==> src/rtl/load_pkg.sv <==
package load_pkg;

    // Buffer and tracker sizes
    localparam int load_slots = 8;
    localparam int slot_idx_width = 3;
    localparam int mshr_count = 4;
    localparam int mshr_idx_width = 2;

    // Tag and branch mask widths
    localparam int tag_width = 6;
    localparam int bmask_width = 4;

    // Data and address geometry for an 8-byte fill block
    localparam int xlen = 32;
    localparam int addr_width = 32;
    localparam int block_words = 2;
    localparam int fill_width = block_words * xlen;
    localparam int block_offset_width = 3;
    localparam int block_addr_width = addr_width - block_offset_width;

    typedef enum logic [1:0] {
        byte_size = 2'b00,
        half_size = 2'b01,
        word_size = 2'b10
    } mem_size_e;

    // Bit 2 is the unsigned flag, bits 1:0 the size, as in funct3
    typedef enum logic [2:0] {
        func_lb  = 3'b000,
        func_lh  = 3'b001,
        func_lw  = 3'b010,
        func_lbu = 3'b100,
        func_lhu = 3'b101
    } load_func_e;

    function automatic logic [xlen-1:0] extend_load(
        input logic [xlen-1:0] word,
        input logic [1:0]      offset,
        input load_func_e      func
    );
        logic [xlen-1:0] shifted;
        mem_size_e       size;
        shifted = word >> {offset, 3'b000};
        size = mem_size_e'(func[1:0]);
        case (size)
            byte_size: begin
                extend_load = func[2] ? {24'b0, shifted[7:0]} : {{24{shifted[7]}}, shifted[7:0]};
            end
            half_size: begin
                extend_load = func[2] ? {16'b0, shifted[15:0]}
                                      : {{16{shifted[15]}}, shifted[15:0]};
            end
            default: begin
                extend_load = shifted;
            end
        endcase
    endfunction

endpackage
==> src/rtl/load_unit_top.sv <==
`timescale 1ns/1ps

module load_unit_top (
    input  logic                                 clock,
    input  logic                                 reset,

    input  logic                                 load_valid,
    output logic                                 load_ready,
    input  logic [load_pkg::addr_width-1:0]      load_addr,
    input  load_pkg::load_func_e                 load_func,
    input  logic [load_pkg::tag_width-1:0]       load_tag,
    input  logic [load_pkg::bmask_width-1:0]     load_bmask,

    input  logic [load_pkg::bmask_width-1:0]     resolve_mask,
    input  logic                                 mispredict,

    output logic                                 mem_req_valid,
    output logic [load_pkg::mshr_idx_width-1:0]  mem_req_idx,
    output logic [load_pkg::block_addr_width-1:0] mem_req_addr,
    input  logic                                 mem_resp_valid,
    input  logic [load_pkg::mshr_idx_width-1:0]  mem_resp_idx,
    input  logic [load_pkg::fill_width-1:0]      mem_resp_data,

    output logic                                 cdb_valid,
    output logic [load_pkg::tag_width-1:0]       cdb_tag,
    output logic [load_pkg::xlen-1:0]            cdb_data
);

    import load_pkg::*;

    logic                                  load_accept;
    logic                                  mshr_ready;
    logic [mshr_idx_width-1:0]             alloc_idx;
    logic                                  fill_valid;
    logic [mshr_idx_width-1:0]             fill_idx;
    logic [fill_width-1:0]                 fill_data;
    logic [load_slots-1:0]                 ready_mask;
    logic [load_slots-1:0]                 grant_mask;
    logic [load_slots-1:0][tag_width-1:0]  slot_tag;
    logic [load_slots-1:0][xlen-1:0]       slot_result;

    miss_tracker miss_tracker_i (
        .clock(clock),
        .reset(reset),
        .load_accept(load_accept),
        .load_addr(load_addr),
        .mshr_ready(mshr_ready),
        .alloc_idx(alloc_idx),
        .mem_req_valid(mem_req_valid),
        .mem_req_idx(mem_req_idx),
        .mem_req_addr(mem_req_addr),
        .mem_resp_valid(mem_resp_valid),
        .mem_resp_idx(mem_resp_idx),
        .mem_resp_data(mem_resp_data),
        .fill_valid(fill_valid),
        .fill_idx(fill_idx),
        .fill_data(fill_data)
    );

    load_buffer load_buffer_i (
        .clock(clock),
        .reset(reset),
        .load_valid(load_valid),
        .load_func(load_func),
        .load_addr(load_addr),
        .load_tag(load_tag),
        .load_bmask(load_bmask),
        .load_ready(load_ready),
        .load_accept(load_accept),
        .mshr_ready(mshr_ready),
        .alloc_idx(alloc_idx),
        .fill_valid(fill_valid),
        .fill_idx(fill_idx),
        .fill_data(fill_data),
        .resolve_mask(resolve_mask),
        .mispredict(mispredict),
        .grant_mask(grant_mask),
        .ready_mask(ready_mask),
        .slot_tag(slot_tag),
        .slot_result(slot_result)
    );

    result_arbiter result_arbiter_i (
        .clock(clock),
        .reset(reset),
        .ready_mask(ready_mask),
        .slot_tag(slot_tag),
        .slot_result(slot_result),
        .grant_mask(grant_mask),
        .cdb_valid(cdb_valid),
        .cdb_tag(cdb_tag),
        .cdb_data(cdb_data)
    );

endmodule

==> src/rtl/result_arbiter.sv <==
`timescale 1ns/1ps

module result_arbiter (
    input  logic                                 clock,
    input  logic                                 reset,
    input  logic [load_pkg::load_slots-1:0]      ready_mask,
    input  logic [load_pkg::load_slots-1:0][load_pkg::tag_width-1:0] slot_tag,
    input  logic [load_pkg::load_slots-1:0][load_pkg::xlen-1:0]      slot_result,
    output logic [load_pkg::load_slots-1:0]      grant_mask,
    output logic                                 cdb_valid,
    output logic [load_pkg::tag_width-1:0]       cdb_tag,
    output logic [load_pkg::xlen-1:0]            cdb_data
);

    import load_pkg::*;

    logic [slot_idx_width-1:0] rr_ptr;
    logic [slot_idx_width-1:0] grant_idx;
    logic [slot_idx_width-1:0] scan_idx;
    logic                      found;

    // Scan upward from the pointer with the index wrapping at its width
    always_comb begin
        grant_mask = '0;
        grant_idx = '0;
        scan_idx = '0;
        found = 1'b0;
        for (int k = 0; k < load_slots; k++) begin
            scan_idx = rr_ptr + slot_idx_width'(k);
            if (ready_mask[scan_idx] && !found) begin
                found = 1'b1;
                grant_mask[scan_idx] = 1'b1;
                grant_idx = scan_idx;
            end
        end
    end

    assign cdb_valid = found;
    assign cdb_tag = slot_tag[grant_idx];
    assign cdb_data = slot_result[grant_idx];

    always_ff @(posedge clock) begin
        if (reset) begin
            rr_ptr <= '0;
        end else if (found) begin
            rr_ptr <= grant_idx + slot_idx_width'(1);
        end
    end

endmodule

==> src/rtl/load_buffer.sv <==
`timescale 1ns/1ps

module load_buffer (
    input  logic                                 clock,
    input  logic                                 reset,

    input  logic                                 load_valid,
    input  load_pkg::load_func_e                 load_func,
    input  logic [load_pkg::addr_width-1:0]      load_addr,
    input  logic [load_pkg::tag_width-1:0]       load_tag,
    input  logic [load_pkg::bmask_width-1:0]     load_bmask,
    output logic                                 load_ready,
    output logic                                 load_accept,

    input  logic                                 mshr_ready,
    input  logic [load_pkg::mshr_idx_width-1:0]  alloc_idx,

    input  logic                                 fill_valid,
    input  logic [load_pkg::mshr_idx_width-1:0]  fill_idx,
    input  logic [load_pkg::fill_width-1:0]      fill_data,

    input  logic [load_pkg::bmask_width-1:0]     resolve_mask,
    input  logic                                 mispredict,

    input  logic [load_pkg::load_slots-1:0]      grant_mask,
    output logic [load_pkg::load_slots-1:0]      ready_mask,
    output logic [load_pkg::load_slots-1:0][load_pkg::tag_width-1:0] slot_tag,
    output logic [load_pkg::load_slots-1:0][load_pkg::xlen-1:0]      slot_result
);

    import load_pkg::*;

    logic [load_slots-1:0]     slot_valid;
    logic [load_slots-1:0]     slot_waiting;
    logic [2:0]                slot_addr    [load_slots];
    load_func_e                slot_func    [load_slots];
    logic [tag_width-1:0]      slot_tags    [load_slots];
    logic [bmask_width-1:0]    slot_bmask   [load_slots];
    logic [mshr_idx_width-1:0] slot_midx    [load_slots];
    logic [xlen-1:0]           slot_word    [load_slots];

    logic [load_slots-1:0]     free_pick;
    logic                      any_free;
    logic [load_slots-1:0]     new_slot;
    logic [load_slots-1:0]     squash;
    logic [load_slots-1:0]     fill_hit;
    logic                      new_dropped;

    free_slot_picker #(
        .width(load_slots)
    ) slot_picker (
        .free_mask(~slot_valid),
        .pick(free_pick),
        .any_free(any_free)
    );

    // Slots freed by a grant this cycle are not reused until the next one
    assign load_ready = any_free && mshr_ready;
    assign load_accept = load_valid && load_ready;
    assign new_slot = load_accept ? free_pick : '0;

    // Incoming load that depends on a branch mispredicted this same cycle
    assign new_dropped = mispredict && |(load_bmask & resolve_mask);

    always_comb begin
        for (int i = 0; i < load_slots; i++) begin
            squash[i] = slot_valid[i] && mispredict && |(slot_bmask[i] & resolve_mask);
            fill_hit[i] = fill_valid && slot_valid[i] && slot_waiting[i] &&
                          (slot_midx[i] == fill_idx);
        end
    end

    // Squashed entries drop out of the request here, so the bus never sees them
    always_comb begin
        for (int i = 0; i < load_slots; i++) begin
            ready_mask[i] = slot_valid[i] && !slot_waiting[i] && !squash[i];
            slot_tag[i] = slot_tags[i];
            slot_result[i] = extend_load(slot_word[i], slot_addr[i][1:0], slot_func[i]);
        end
    end

    always_ff @(posedge clock) begin
        if (reset) begin
            slot_valid <= '0;
            slot_waiting <= '0;
        end else begin
            for (int i = 0; i < load_slots; i++) begin
                if (new_slot[i]) begin
                    slot_valid[i] <= !new_dropped;
                    slot_waiting[i] <= 1'b1;
                end else begin
                    if (squash[i] || grant_mask[i]) begin
                        slot_valid[i] <= 1'b0;
                    end
                    if (fill_hit[i]) begin
                        slot_waiting[i] <= 1'b0;
                    end
                end
            end
        end
    end

    always_ff @(posedge clock) begin
        for (int i = 0; i < load_slots; i++) begin
            if (new_slot[i]) begin
                slot_addr[i] <= load_addr[2:0];
                slot_func[i] <= load_func;
                slot_tags[i] <= load_tag;
                slot_bmask[i] <= load_bmask & ~resolve_mask;
                slot_midx[i] <= alloc_idx;
            end else begin
                // Resolved branches no longer guard this load
                slot_bmask[i] <= slot_bmask[i] & ~resolve_mask;
                if (fill_hit[i]) begin
                    // Address bit 2 picks the word within the block
                    slot_word[i] <= fill_data[int'(slot_addr[i][2]) * xlen +: xlen];
                end
            end
        end
    end

endmodule

==> src/rtl/miss_tracker.sv <==
`timescale 1ns/1ps

module miss_tracker (
    input  logic                                 clock,
    input  logic                                 reset,

    input  logic                                 load_accept,
    input  logic [load_pkg::addr_width-1:0]      load_addr,
    output logic                                 mshr_ready,
    output logic [load_pkg::mshr_idx_width-1:0]  alloc_idx,

    output logic                                 mem_req_valid,
    output logic [load_pkg::mshr_idx_width-1:0]  mem_req_idx,
    output logic [load_pkg::block_addr_width-1:0] mem_req_addr,

    input  logic                                 mem_resp_valid,
    input  logic [load_pkg::mshr_idx_width-1:0]  mem_resp_idx,
    input  logic [load_pkg::fill_width-1:0]      mem_resp_data,

    output logic                                 fill_valid,
    output logic [load_pkg::mshr_idx_width-1:0]  fill_idx,
    output logic [load_pkg::fill_width-1:0]      fill_data
);

    import load_pkg::*;

    logic                        entry_valid [mshr_count];
    logic [block_addr_width-1:0] entry_block [mshr_count];

    logic [block_addr_width-1:0] in_block;
    logic [mshr_count-1:0]       hit_mask;
    logic [mshr_count-1:0]       free_mask;
    logic [mshr_count-1:0]       free_pick;
    logic                        any_free;
    logic                        hit;
    logic                        new_alloc;

    assign in_block = load_addr[addr_width-1:block_offset_width];

    // An entry being filled this cycle is gone by the next edge, so no merge onto it
    always_comb begin
        for (int i = 0; i < mshr_count; i++) begin
            hit_mask[i] = entry_valid[i] && (entry_block[i] == in_block) &&
                          !(mem_resp_valid && (mem_resp_idx == mshr_idx_width'(i)));
            free_mask[i] = !entry_valid[i];
        end
    end

    free_slot_picker #(
        .width(mshr_count)
    ) entry_picker (
        .free_mask(free_mask),
        .pick(free_pick),
        .any_free(any_free)
    );

    assign hit = |hit_mask;
    assign mshr_ready = hit || any_free;
    assign new_alloc = load_accept && !hit;

    // Merged entry if any, else the lowest free one
    always_comb begin
        alloc_idx = '0;
        for (int i = 0; i < mshr_count; i++) begin
            if (hit ? hit_mask[i] : free_pick[i]) begin
                alloc_idx = mshr_idx_width'(i);
            end
        end
    end

    always_ff @(posedge clock) begin
        if (reset) begin
            for (int i = 0; i < mshr_count; i++) begin
                entry_valid[i] <= 1'b0;
            end
            mem_req_valid <= 1'b0;
            fill_valid <= 1'b0;
        end else begin
            if (mem_resp_valid) begin
                entry_valid[mem_resp_idx] <= 1'b0;
            end
            // Allocation only targets free entries, never the one being filled
            if (new_alloc) begin
                entry_valid[alloc_idx] <= 1'b1;
            end
            mem_req_valid <= new_alloc;
            fill_valid <= mem_resp_valid;
        end
    end

    always_ff @(posedge clock) begin
        if (new_alloc) begin
            entry_block[alloc_idx] <= in_block;
            mem_req_idx <= alloc_idx;
            mem_req_addr <= in_block;
        end
        fill_idx <= mem_resp_idx;
        fill_data <= mem_resp_data;
    end

endmodule

==> src/rtl/free_slot_picker.sv <==
`timescale 1ns/1ps

module free_slot_picker #(
    parameter int width = load_pkg::load_slots
) (
    input  logic [width-1:0] free_mask,
    output logic [width-1:0] pick,
    output logic             any_free
);

    logic found;

    // Lowest set bit wins
    always_comb begin
        pick = '0;
        found = 1'b0;
        for (int i = 0; i < width; i++) begin
            if (free_mask[i] && !found) begin
                pick[i] = 1'b1;
                found = 1'b1;
            end
        end
    end

    assign any_free = |free_mask;

endmodule

==> config.mk <==
export PLATFORM = sky130hd
export DESIGN_NAME = load_unit_top
export DESIGN_NICKNAME = d
export VERILOG_FILES = /design/src/rtl/load_pkg.sv /design/src/rtl/load_unit_top.sv /design/src/rtl/result_arbiter.sv /design/src/rtl/load_buffer.sv /design/src/rtl/miss_tracker.sv /design/src/rtl/free_slot_picker.sv
export SDC_FILE = /design/constraint.sdc
export NUM_CORES = 1
export LEC_CHECK = 0
export BUFFER_PORTS_ARGS = -buffer_cell sky130_fd_sc_hd__buf_2
export CAP_MARGIN = 20
export CORE_MARGIN = 2
export CORE_UTILIZATION = 30
export CTS_CLUSTER_SIZE = 10
export DETAILED_ROUTE_END_ITERATION = 8
export PLACE_DENSITY = 0.45
export SKIP_LAST_GASP = 1
export SYNTH_ARGS = -nofsm -noshare
export SYNTH_HDL_FRONTEND = slang
export SYNTH_SLANG_ARGS = --single-unit
==> constraint.sdc <==
create_clock -name clock -period 7.19 [get_ports clock]
set_clock_uncertainty 0.15 [all_clocks]
set_input_delay 2.157 -clock clock [delete_from_list [all_inputs] [get_ports clock]]
set_output_delay 2.157 -clock clock [all_outputs]
set_load 0.03 [all_outputs]
After elaboration in Yosys (flattened, before gate mapping)
Memory sizes are Yosys's and may differ from the RTL's.
Index checks and enable logic that the tools add are counted.
{ "totals": {"inputBits": 120, "out_inout_bits": 72, "regBits": 118, "ram_bits": 520, "n_memories": 8, "elab_cells": 643} }
{ "classes": {"eq_ne": 23, "reduce_logical": 215, "order_cmp": 17, "bitwise_logic": 35, "n_addsub": 8, "mux": 298, "n_shift": 16} }
{ "mem_list": {"columns": ["memory", "words", "width", "rd", "rd_clocked_by_memory_dff", "write_ports", "line_no", "text"], "rows": [
  ["load_buffer_i.slot_word", 8, 32, 8, 0, 8, "load_buffer.sv:40", "logic [xlen-1:0] slot_word [load_slots];"],
  ["miss_tracker_i.entry_block", 4, 29, 4, 0, 1, "miss_tracker.sv:28", "logic [block_addr_width-1:0] entry_block [mshr_count];"],
  ["load_buffer_i.slot_tags", 8, 6, 8, 0, 1, "load_buffer.sv:37", "logic [tag_width-1:0] slot_tags [load_slots];"],
  ["load_buffer_i.slot_bmask", 8, 4, 8, 0, 8, "load_buffer.sv:38", "logic [bmask_width-1:0] slot_bmask [load_slots];"],
  ["load_buffer_i.slot_addr", 8, 3, 8, 0, 1, "load_buffer.sv:35", "logic [2:0] slot_addr [load_slots];"],
  ["load_buffer_i.slot_func", 8, 3, 8, 0, 1, "load_buffer.sv:36", "load_func_e slot_func [load_slots];"],
  ["2 more memories", null, null, null, null, null, null, null]
]} }
{ "ops": {"columns": ["op", "n"], "rows": [
  ["2-to-1 mux 32 bit", 17],
  ["case mux 32 bit (2 select lines)", 8],
  ["indexed part select 64 x 7 -> 32 bit", 8],
  ["right shift 32 x 5 -> 32 bit", 8],
  ["2-to-1 mux 1 bit", 169],
  ["2-to-1 mux 3 bit", 50],
  ["== test 29 bit", 4],
  ["logical AND 1 bit", 97],
  ["binary-select mux 32 bit (select 3 bit)", 1],
  ["bitwise AND 4 bit", 18],
  ["2-to-1 mux 8 bit", 9],
  ["bitwise OR 8 bit", 7],
  ["2-to-1 mux 6 bit", 8],
  ["OR reduction 4 bit", 11],
  ["zero test 1 bit", 42],
  ["OR reduction 3 bit", 14],
  ["OR reduction 6 bit", 7],
  ["< comparator 3 x 4 -> 1 bit, second input constant", 9],
  ["2-to-1 mux 4 bit", 8],
  ["nonzero test 2 bit", 16],
  ["binary-select mux 1 bit (select 3 bit)", 8],
  ["demux 1 bit (select 3 bit)", 8],
  ["greater-or-equal comparator 3 x 1 -> 1 bit, second input constant", 8],
  ["2-to-1 mux 2 bit", 11],
  ["15 further kinds", 66]
]} }

Depth between registers and ports, before layout
{ "depth": {"word_depth": 34, "mapped_depth": 20, "ltp_nobuf": 14} }

Cells and area by module
From an unflattened synthesis, not the netlist that was laid out.
{ "unflattened": {"hier_cells": 2539, "area_unflattened_um2": 32662.6} }
{ "modules_own_cells": {"columns": ["mod", "n_inst", "area_each_um2", "cells_per_inst", "seq_area_each_um2"], "rows": [
  ["load_buffer", 1, 21496.9, 1800, 12011.5],
  ["miss_tracker", 1, 7399.6, 420, 5855.6],
  ["result_arbiter", 1, 3629.7, 302, 60.1],
  ["free_slot_picker at load_buffer_i.slot_picker", 1, 98.8, 12, 0.0],
  ["free_slot_picker at miss_tracker_i.entry_picker", 1, 37.5, 5, 0.0]
]} }

Least setup slack after synthesis
Ideal clock, no wire load.
{ "synth_path": {"path_type": "input -> output", "start": "input resolve_mask[0] in the netlist's numbering", "end": "output cdb_data[16] in the netlist's numbering", "slack_ns": -0.544, "required_ns": 4.883, "cell_stages": 15, "path_buffers": 3, "arrival_time_ns": 5.427, "path_cell_list": "buf_4 a22o_1 o21a_1 or3_1 and4_1 o211ai_2 a21oi_2 buf_4 a41o_1 o21ai_4 inv_2 buf_6 o32ai_1 nor3_1 or4_1"} }
{ "synth_via": {"elab_chain_cells": 31, "word_cells_on_any_way": 87} }
{ "synth_rtl": {"columns": ["item", "line_no", "text"], "rows": [
  ["from (decl)", "load_unit_top.sv:14", "input logic [load_pkg::bmask_width-1:0] resolve_mask,"],
  ["bitwise AND 4 bit", "load_buffer.sv:67", "squash[i] = slot_valid[i] && mispredict && |(slot_bmask[i] & resolve_mask);"],
  ["OR reduction 4 bit", "load_buffer.sv:67", null],
  ["logical AND 1 bit", "load_buffer.sv:67", null],
  ["zero test 1 bit", "load_buffer.sv:76", "ready_mask[i] = slot_valid[i] && !slot_waiting[i] && !squash[i];"],
  ["logical AND 1 bit", "load_buffer.sv:76", null],
  ["binary-select mux 1 bit (select 3 bit)", "result_arbiter.sv:30", "if (ready_mask[scan_idx] && !found) begin"],
  ["2-to-1 mux 1 bit (not written as such)", "result_arbiter.sv:30", null],
  ["2-to-1 mux 1 bit", "result_arbiter.sv:30", null],
  ["[... 15 more ...]", null, null],
  ["zero test 1 bit", "result_arbiter.sv:30", null],
  ["logical AND 1 bit", "result_arbiter.sv:30", null],
  ["2-to-1 mux 1 bit", "result_arbiter.sv:30", null],
  ["zero test 1 bit", "result_arbiter.sv:30", null],
  ["logical AND 1 bit", "result_arbiter.sv:30", null],
  ["2-to-1 mux 3 bit (*)", "result_arbiter.sv:30", null],
  ["binary-select mux 32 bit (select 3 bit) (*)", "result_arbiter.sv:40", "assign cdb_data = slot_result[grant_idx];"],
  ["2-to-1 mux 32 bit (not written as such) (*)", "result_arbiter.sv:40", null],
  ["to (decl)", "load_unit_top.sv:26", "output logic [load_pkg::xlen-1:0] cdb_data"]
]} }
Every way passes the cells marked *; elsewhere a longest branch is shown, timed or not. The select of a mux whose other input is x is not followed.

Worst setup path in the final report
{ "layout_path": {"start": "input resolve_mask[2] in the netlist's numbering", "end": "output cdb_data[23] in the netlist's numbering"} }
The elaborated chain is that of the path after synthesis.

==> flow_metrics.env <==
export IMPL_yosys_warnings=0
export IMPL_coreArea_um2=108000
export IMPL_cp_slowest_cell="or4_4"
export IMPL_yosysTopAreaCellShare_pct=47.4
export IMPL_synth_seq_area_share_pct=54.9
export IMPL_cts_hold_buf=0
export IMPL_drv_cap=0
export IMPL_netlist_instances=2762
export IMPL_hold_depth=2
export IMPL_rr_worst_depth=46
export IMPL_max_vdd_ir_drop_uv=253
export IMPL_synthToLayoutAreaGrowth_pct=29.9
export IMPL_drt_iter0_drc=3080
export IMPL_fill_cells=10300
export IMPL_synth_fp_nets=2889
export IMPL_setup_ws_ns=-0.912
export IMPL_die_x_um=334
export IMPL_drive_gt1_share_pct=35.9
export IMPL_place_congestion=0.944
export IMPL_cts_tree="done"
export IMPL_whs_ns=0.313
export IMPL_outcome="finished with violations"
export IMPL_final_core_util_pct=39.4
export IMPL_synth_cell_types=72
export IMPL_hpwl_mm=96.0
export IMPL_synth_ff_type="edfxtp_1"
export IMPL_worst_setup_path_start_kind="input pin"
export IMPL_synth_seq_cells=638
export IMPL_crit_path_max_incr_delay_ns=0.54
export IMPL_vias_per_cell=5.68
export IMPL_antenna_found_initial=12
export IMPL_fp_dieH_um=334
export IMPL_synth_edf_count=515
export IMPL_worstPathArrival_ns=5.80
export IMPL_ys_async_sr_fraction_pct=0
export IMPL_yosys_area_top_type="edfxtp_1"
export IMPL_min_path_type="flip-flop to flip-flop"
export IMPL_fmax_mhz=123
export IMPL_io_pins=192
export IMPL_min_to="load_buffer_i.slot_bmask[0][7]"
export IMPL_crit_family="compound AO/OA/AOI/OAI gates"
export IMPL_clk_pin_slew_ns=0.06
export IMPL_reg2reg_slack_ns=-0.05
export IMPL_portBuffers=191
export IMPL_die_area_um2=111000
export IMPL_grt_pass1_wl_mm=197
export IMPL_critPathMaxFanout=7
export IMPL_rsz0062_at_grt="true"
export IMPL_leakagePower_nw=15.2
export IMPL_crit_buf_inv=9
export IMPL_ys_top_cells_by_area="edfxtp_1 (47%), mux2_2 (11%), dfxtp_1 (7.5%)"
export IMPL_cts_path_max_buffers=3
export IMPL_slew_headroom_pct=16.2
export IMPL_ant_nets=0
export IMPL_slew_viol_final=0
export IMPL_fin_crit_ns=8.10
export IMPL_avgSynthCellArea_um2=11.8
export IMPL_required_ns=4.88
export IMPL_grt_max_degree=37
export IMPL_rows=120
export IMPL_setup_tns_final_ns=-35.53
export IMPL_finalCritPeriodShare_pct=113
export IMPL_min_from="load_buffer_i.slot_bmask[0][7]"
export IMPL_drc=0
export IMPL_grt_pass1_vias=25900
export IMPL_clock_sinks=638
export IMPL_violations="negative setup slack"
export IMPL_wl_mm=142
export IMPL_nNetsFinal=3309
export IMPL_grt_usage_pct=24.6
export IMPL_reg2reg_from="result_arbiter_i.rr_ptr[0]"
export IMPL_powerDensity_nw_per_um2=389
export IMPL_cts_buffers=81
export IMPL_cp_common_cell="buf_12"
export IMPL_htree_num_levels=3
export IMPL_finalSetupViolCount=42
export IMPL_start_util_pct=30.4
export IMPL_routedWlPerCell_um=30.4
export IMPL_r2r_end="load_buffer_i.slot_valid[7]"
export IMPL_path_class="input pin to primary output"
export IMPL_grt_ovfl_total=0
export IMPL_worstMarginPinSlew_ns=1.25
export IMPL_num_vias=26400
export IMPL_clk_insertion_delay_late_ns=0.68
export IMPL_firstDrtPassIters=6
export IMPL_hold_viol=0
export IMPL_worstSetupEndpointType="primary output"
export IMPL_path_cells="buf_12 -> buf_4 -> a22o_4 -> o21ai_4 -> a22oi_2 -> o22ai_1 -> a211o_1 -> buf_6 -> a21oi_4 -> buf_12 -> nand4_1 -> a31o_2 -> and2_4 -> buf_12 -> inv_8 -> buf_12 -> buf_12 -> nor3_1 -> or4_4 -> buf_6"
export IMPL_syn_area_um2=32600
export IMPL_ctsRootBufferMaster="clkbuf_16"
[registers in the layout, indices dropped and copies added, names as in the netlist, 2 cells and up]
| register | cells |
|---|---|
| load_buffer_i.slot_word | 256 |
| miss_tracker_i.entry_block | 116 |
| miss_tracker_i.fill_data | 64 |
| load_buffer_i.slot_tags | 48 |
| load_buffer_i.slot_bmask | 32 |
| miss_tracker_i.mem_req_addr | 29 |
| load_buffer_i.slot_addr | 24 |
| load_buffer_i.slot_func | 24 |
| load_buffer_i.slot_midx | 16 |
| load_buffer_i.slot_valid | 8 |
| load_buffer_i.slot_waiting | 8 |
| miss_tracker_i.entry_valid | 4 |
| result_arbiter_i.rr_ptr | 3 |
| miss_tracker_i.fill_idx | 2 |
| miss_tracker_i.mem_req_idx | 2 |
[cell usage in the layout, fill, tap and decap left out, types with 11 or more instances in the layout]
cell type	count
a2111oi_0	12
o21ai_0	67
nand2b_1	27
nor3_2	19
buf_12	37
a21oi_1	149
clkbuf_1	38
buf_6	70
nor3_1	54
edfxtp_1	515
a22o_4	11
a211o_1	30
o2111ai_1	16
xor2_1	58
xnor2_1	79
o221ai_1	14
clkbuf_16	90
nor2b_1	43
a211oi_1	47
buf_4	253
or4_4	24
nand3_1	53
nand2_1	227
o32ai_2	23
dfxtp_1	123
buf_8	13
mux2i_1	154
mux2_4	11
inv_1	20
nor2_1	151
buf_16	12
nor4_1	18
nand4_1	39
mux2_2	301
o211ai_1	35
buf_2	149
[how the worst max path moves through the flow]
stage	from	end	slack [ns]	depth (start not counted)
finish	resolve_mask[2]	cdb_data[23]	-0.91	20
global route	resolve_mask[2]	cdb_data[18]	-0.99	18
CTS	resolve_mask[2]	cdb_data[19]	-0.89	17
detailed placement	resolve_mask[2]	cdb_data[26]	-1.31	16
global placement	resolve_mask[2]	cdb_data[26]	-1.36	16
floorplan	resolve_mask[0]	cdb_data[19]	-0.41	15
[stage by stage]
step / power [mW] / setup WS [ns] / cells / area (um^2)
after detailed placement: 10.1 / -1.31 / 4393 / 36900
after global routing: 17.0 / -0.990 / 4653 / 42400
after floorplan: 7.69 / -0.411 / 2762 / 33100
after CTS: 15.9 / -0.887 / 4620 / 41500
after global placement: 10.1 / -1.36 / 4392 / 36900
final: 16.5 / -0.912 / 4654 / 42400
[Yosys cell counts (9+ instances only)]
master	number
a22o_1	20
a211oi_1	55
nor4_1	21
mux2i_1	162
buf_1	52
nor2b_1	43
a2111oi_0	33
nor2_1	163
o221ai_1	14
buf_2	38
nand2_1	229
clkbuf_1	106
a221oi_1	10
xor2_1	58
nand4_1	39
o32ai_1	41
or3_1	12
a21oi_1	155
nor3_1	73
mux2_2	312
inv_1	20
o2111ai_1	16
xnor2_1	79
o21ai_0	75
edfxtp_1	515
o211ai_1	35
or4_1	29
nand3_1	54
nand2b_1	27
dfxtp_1	123
buf_4	9
a211o_1	30
and3_1	12
[cell families (layout without fill, tap and decap cells)]
logic type                 count (synthesis)  count (layout)  synth area share [%]
AOI/OAI and AO/OA                        552             552                  11.8
muxes                                    476             476                  15.9
adders and majority gates                  7               7                 0.268
buffers and inverters                    229             715                  2.93
DFF                                      638             638                  54.9
and+or+nand+nor                          723             723                  10.5
xor gates and xnor gates                 137             137                  3.68
other                                      0               3                     0
[tightest hold or removal path, cell delays in order, from the launching register on]
cell	delay, ns
dfxtp_1	0.31
nand2_1	0.05
a21oi_1	0.06
[cell type report]
type                            count  area (um^2)  area share [%]
Tap cell                         1403         1760            4.14
Clock inverter                     19          262           0.617
Timing Repair Buffer              543         4910            11.6
Multi-Input combinational cell   1895        15100            35.6
Timing Repair inverter              1         8.76          0.0207
Sequential cell                   638        17900            42.3
Antenna cell                        3         7.51          0.0177
Clock buffer                      130         2330            5.50
Inverter                           22          103           0.242
[where the power goes]
part	leakage [nW]	total [mW]	switching, mW	internal [mW]
sequential	5.71	4.16	0.0797	4.08
clock	1.24	3.94	1.66	2.29
combinational	8.20	8.38	4.47	3.90
total	15.2	16.5	6.21	10.3
[routing by layer]
metal  part of all wire (%)  routed length (um)  vias to the layer above  GRT usage (%)
li1                       -                   -                    11400              -
met1                     45               63400                    13400           34.8
met2                     43               61600                     1340           37.0
met3                    8.5               12000                      296           5.50
met4                    3.3                4630                       18           8.03
met5                  0.084                 119                        -          0.651
[what timing repair did]
action                                  CTS  global route
pin swaps                                64            58
gates resized for setup                 250           121
gates cloned                             14             9
endpoints found under the setup margin   39            43
buffers inserted                         64            23
(Power assumes the default switching activity.)
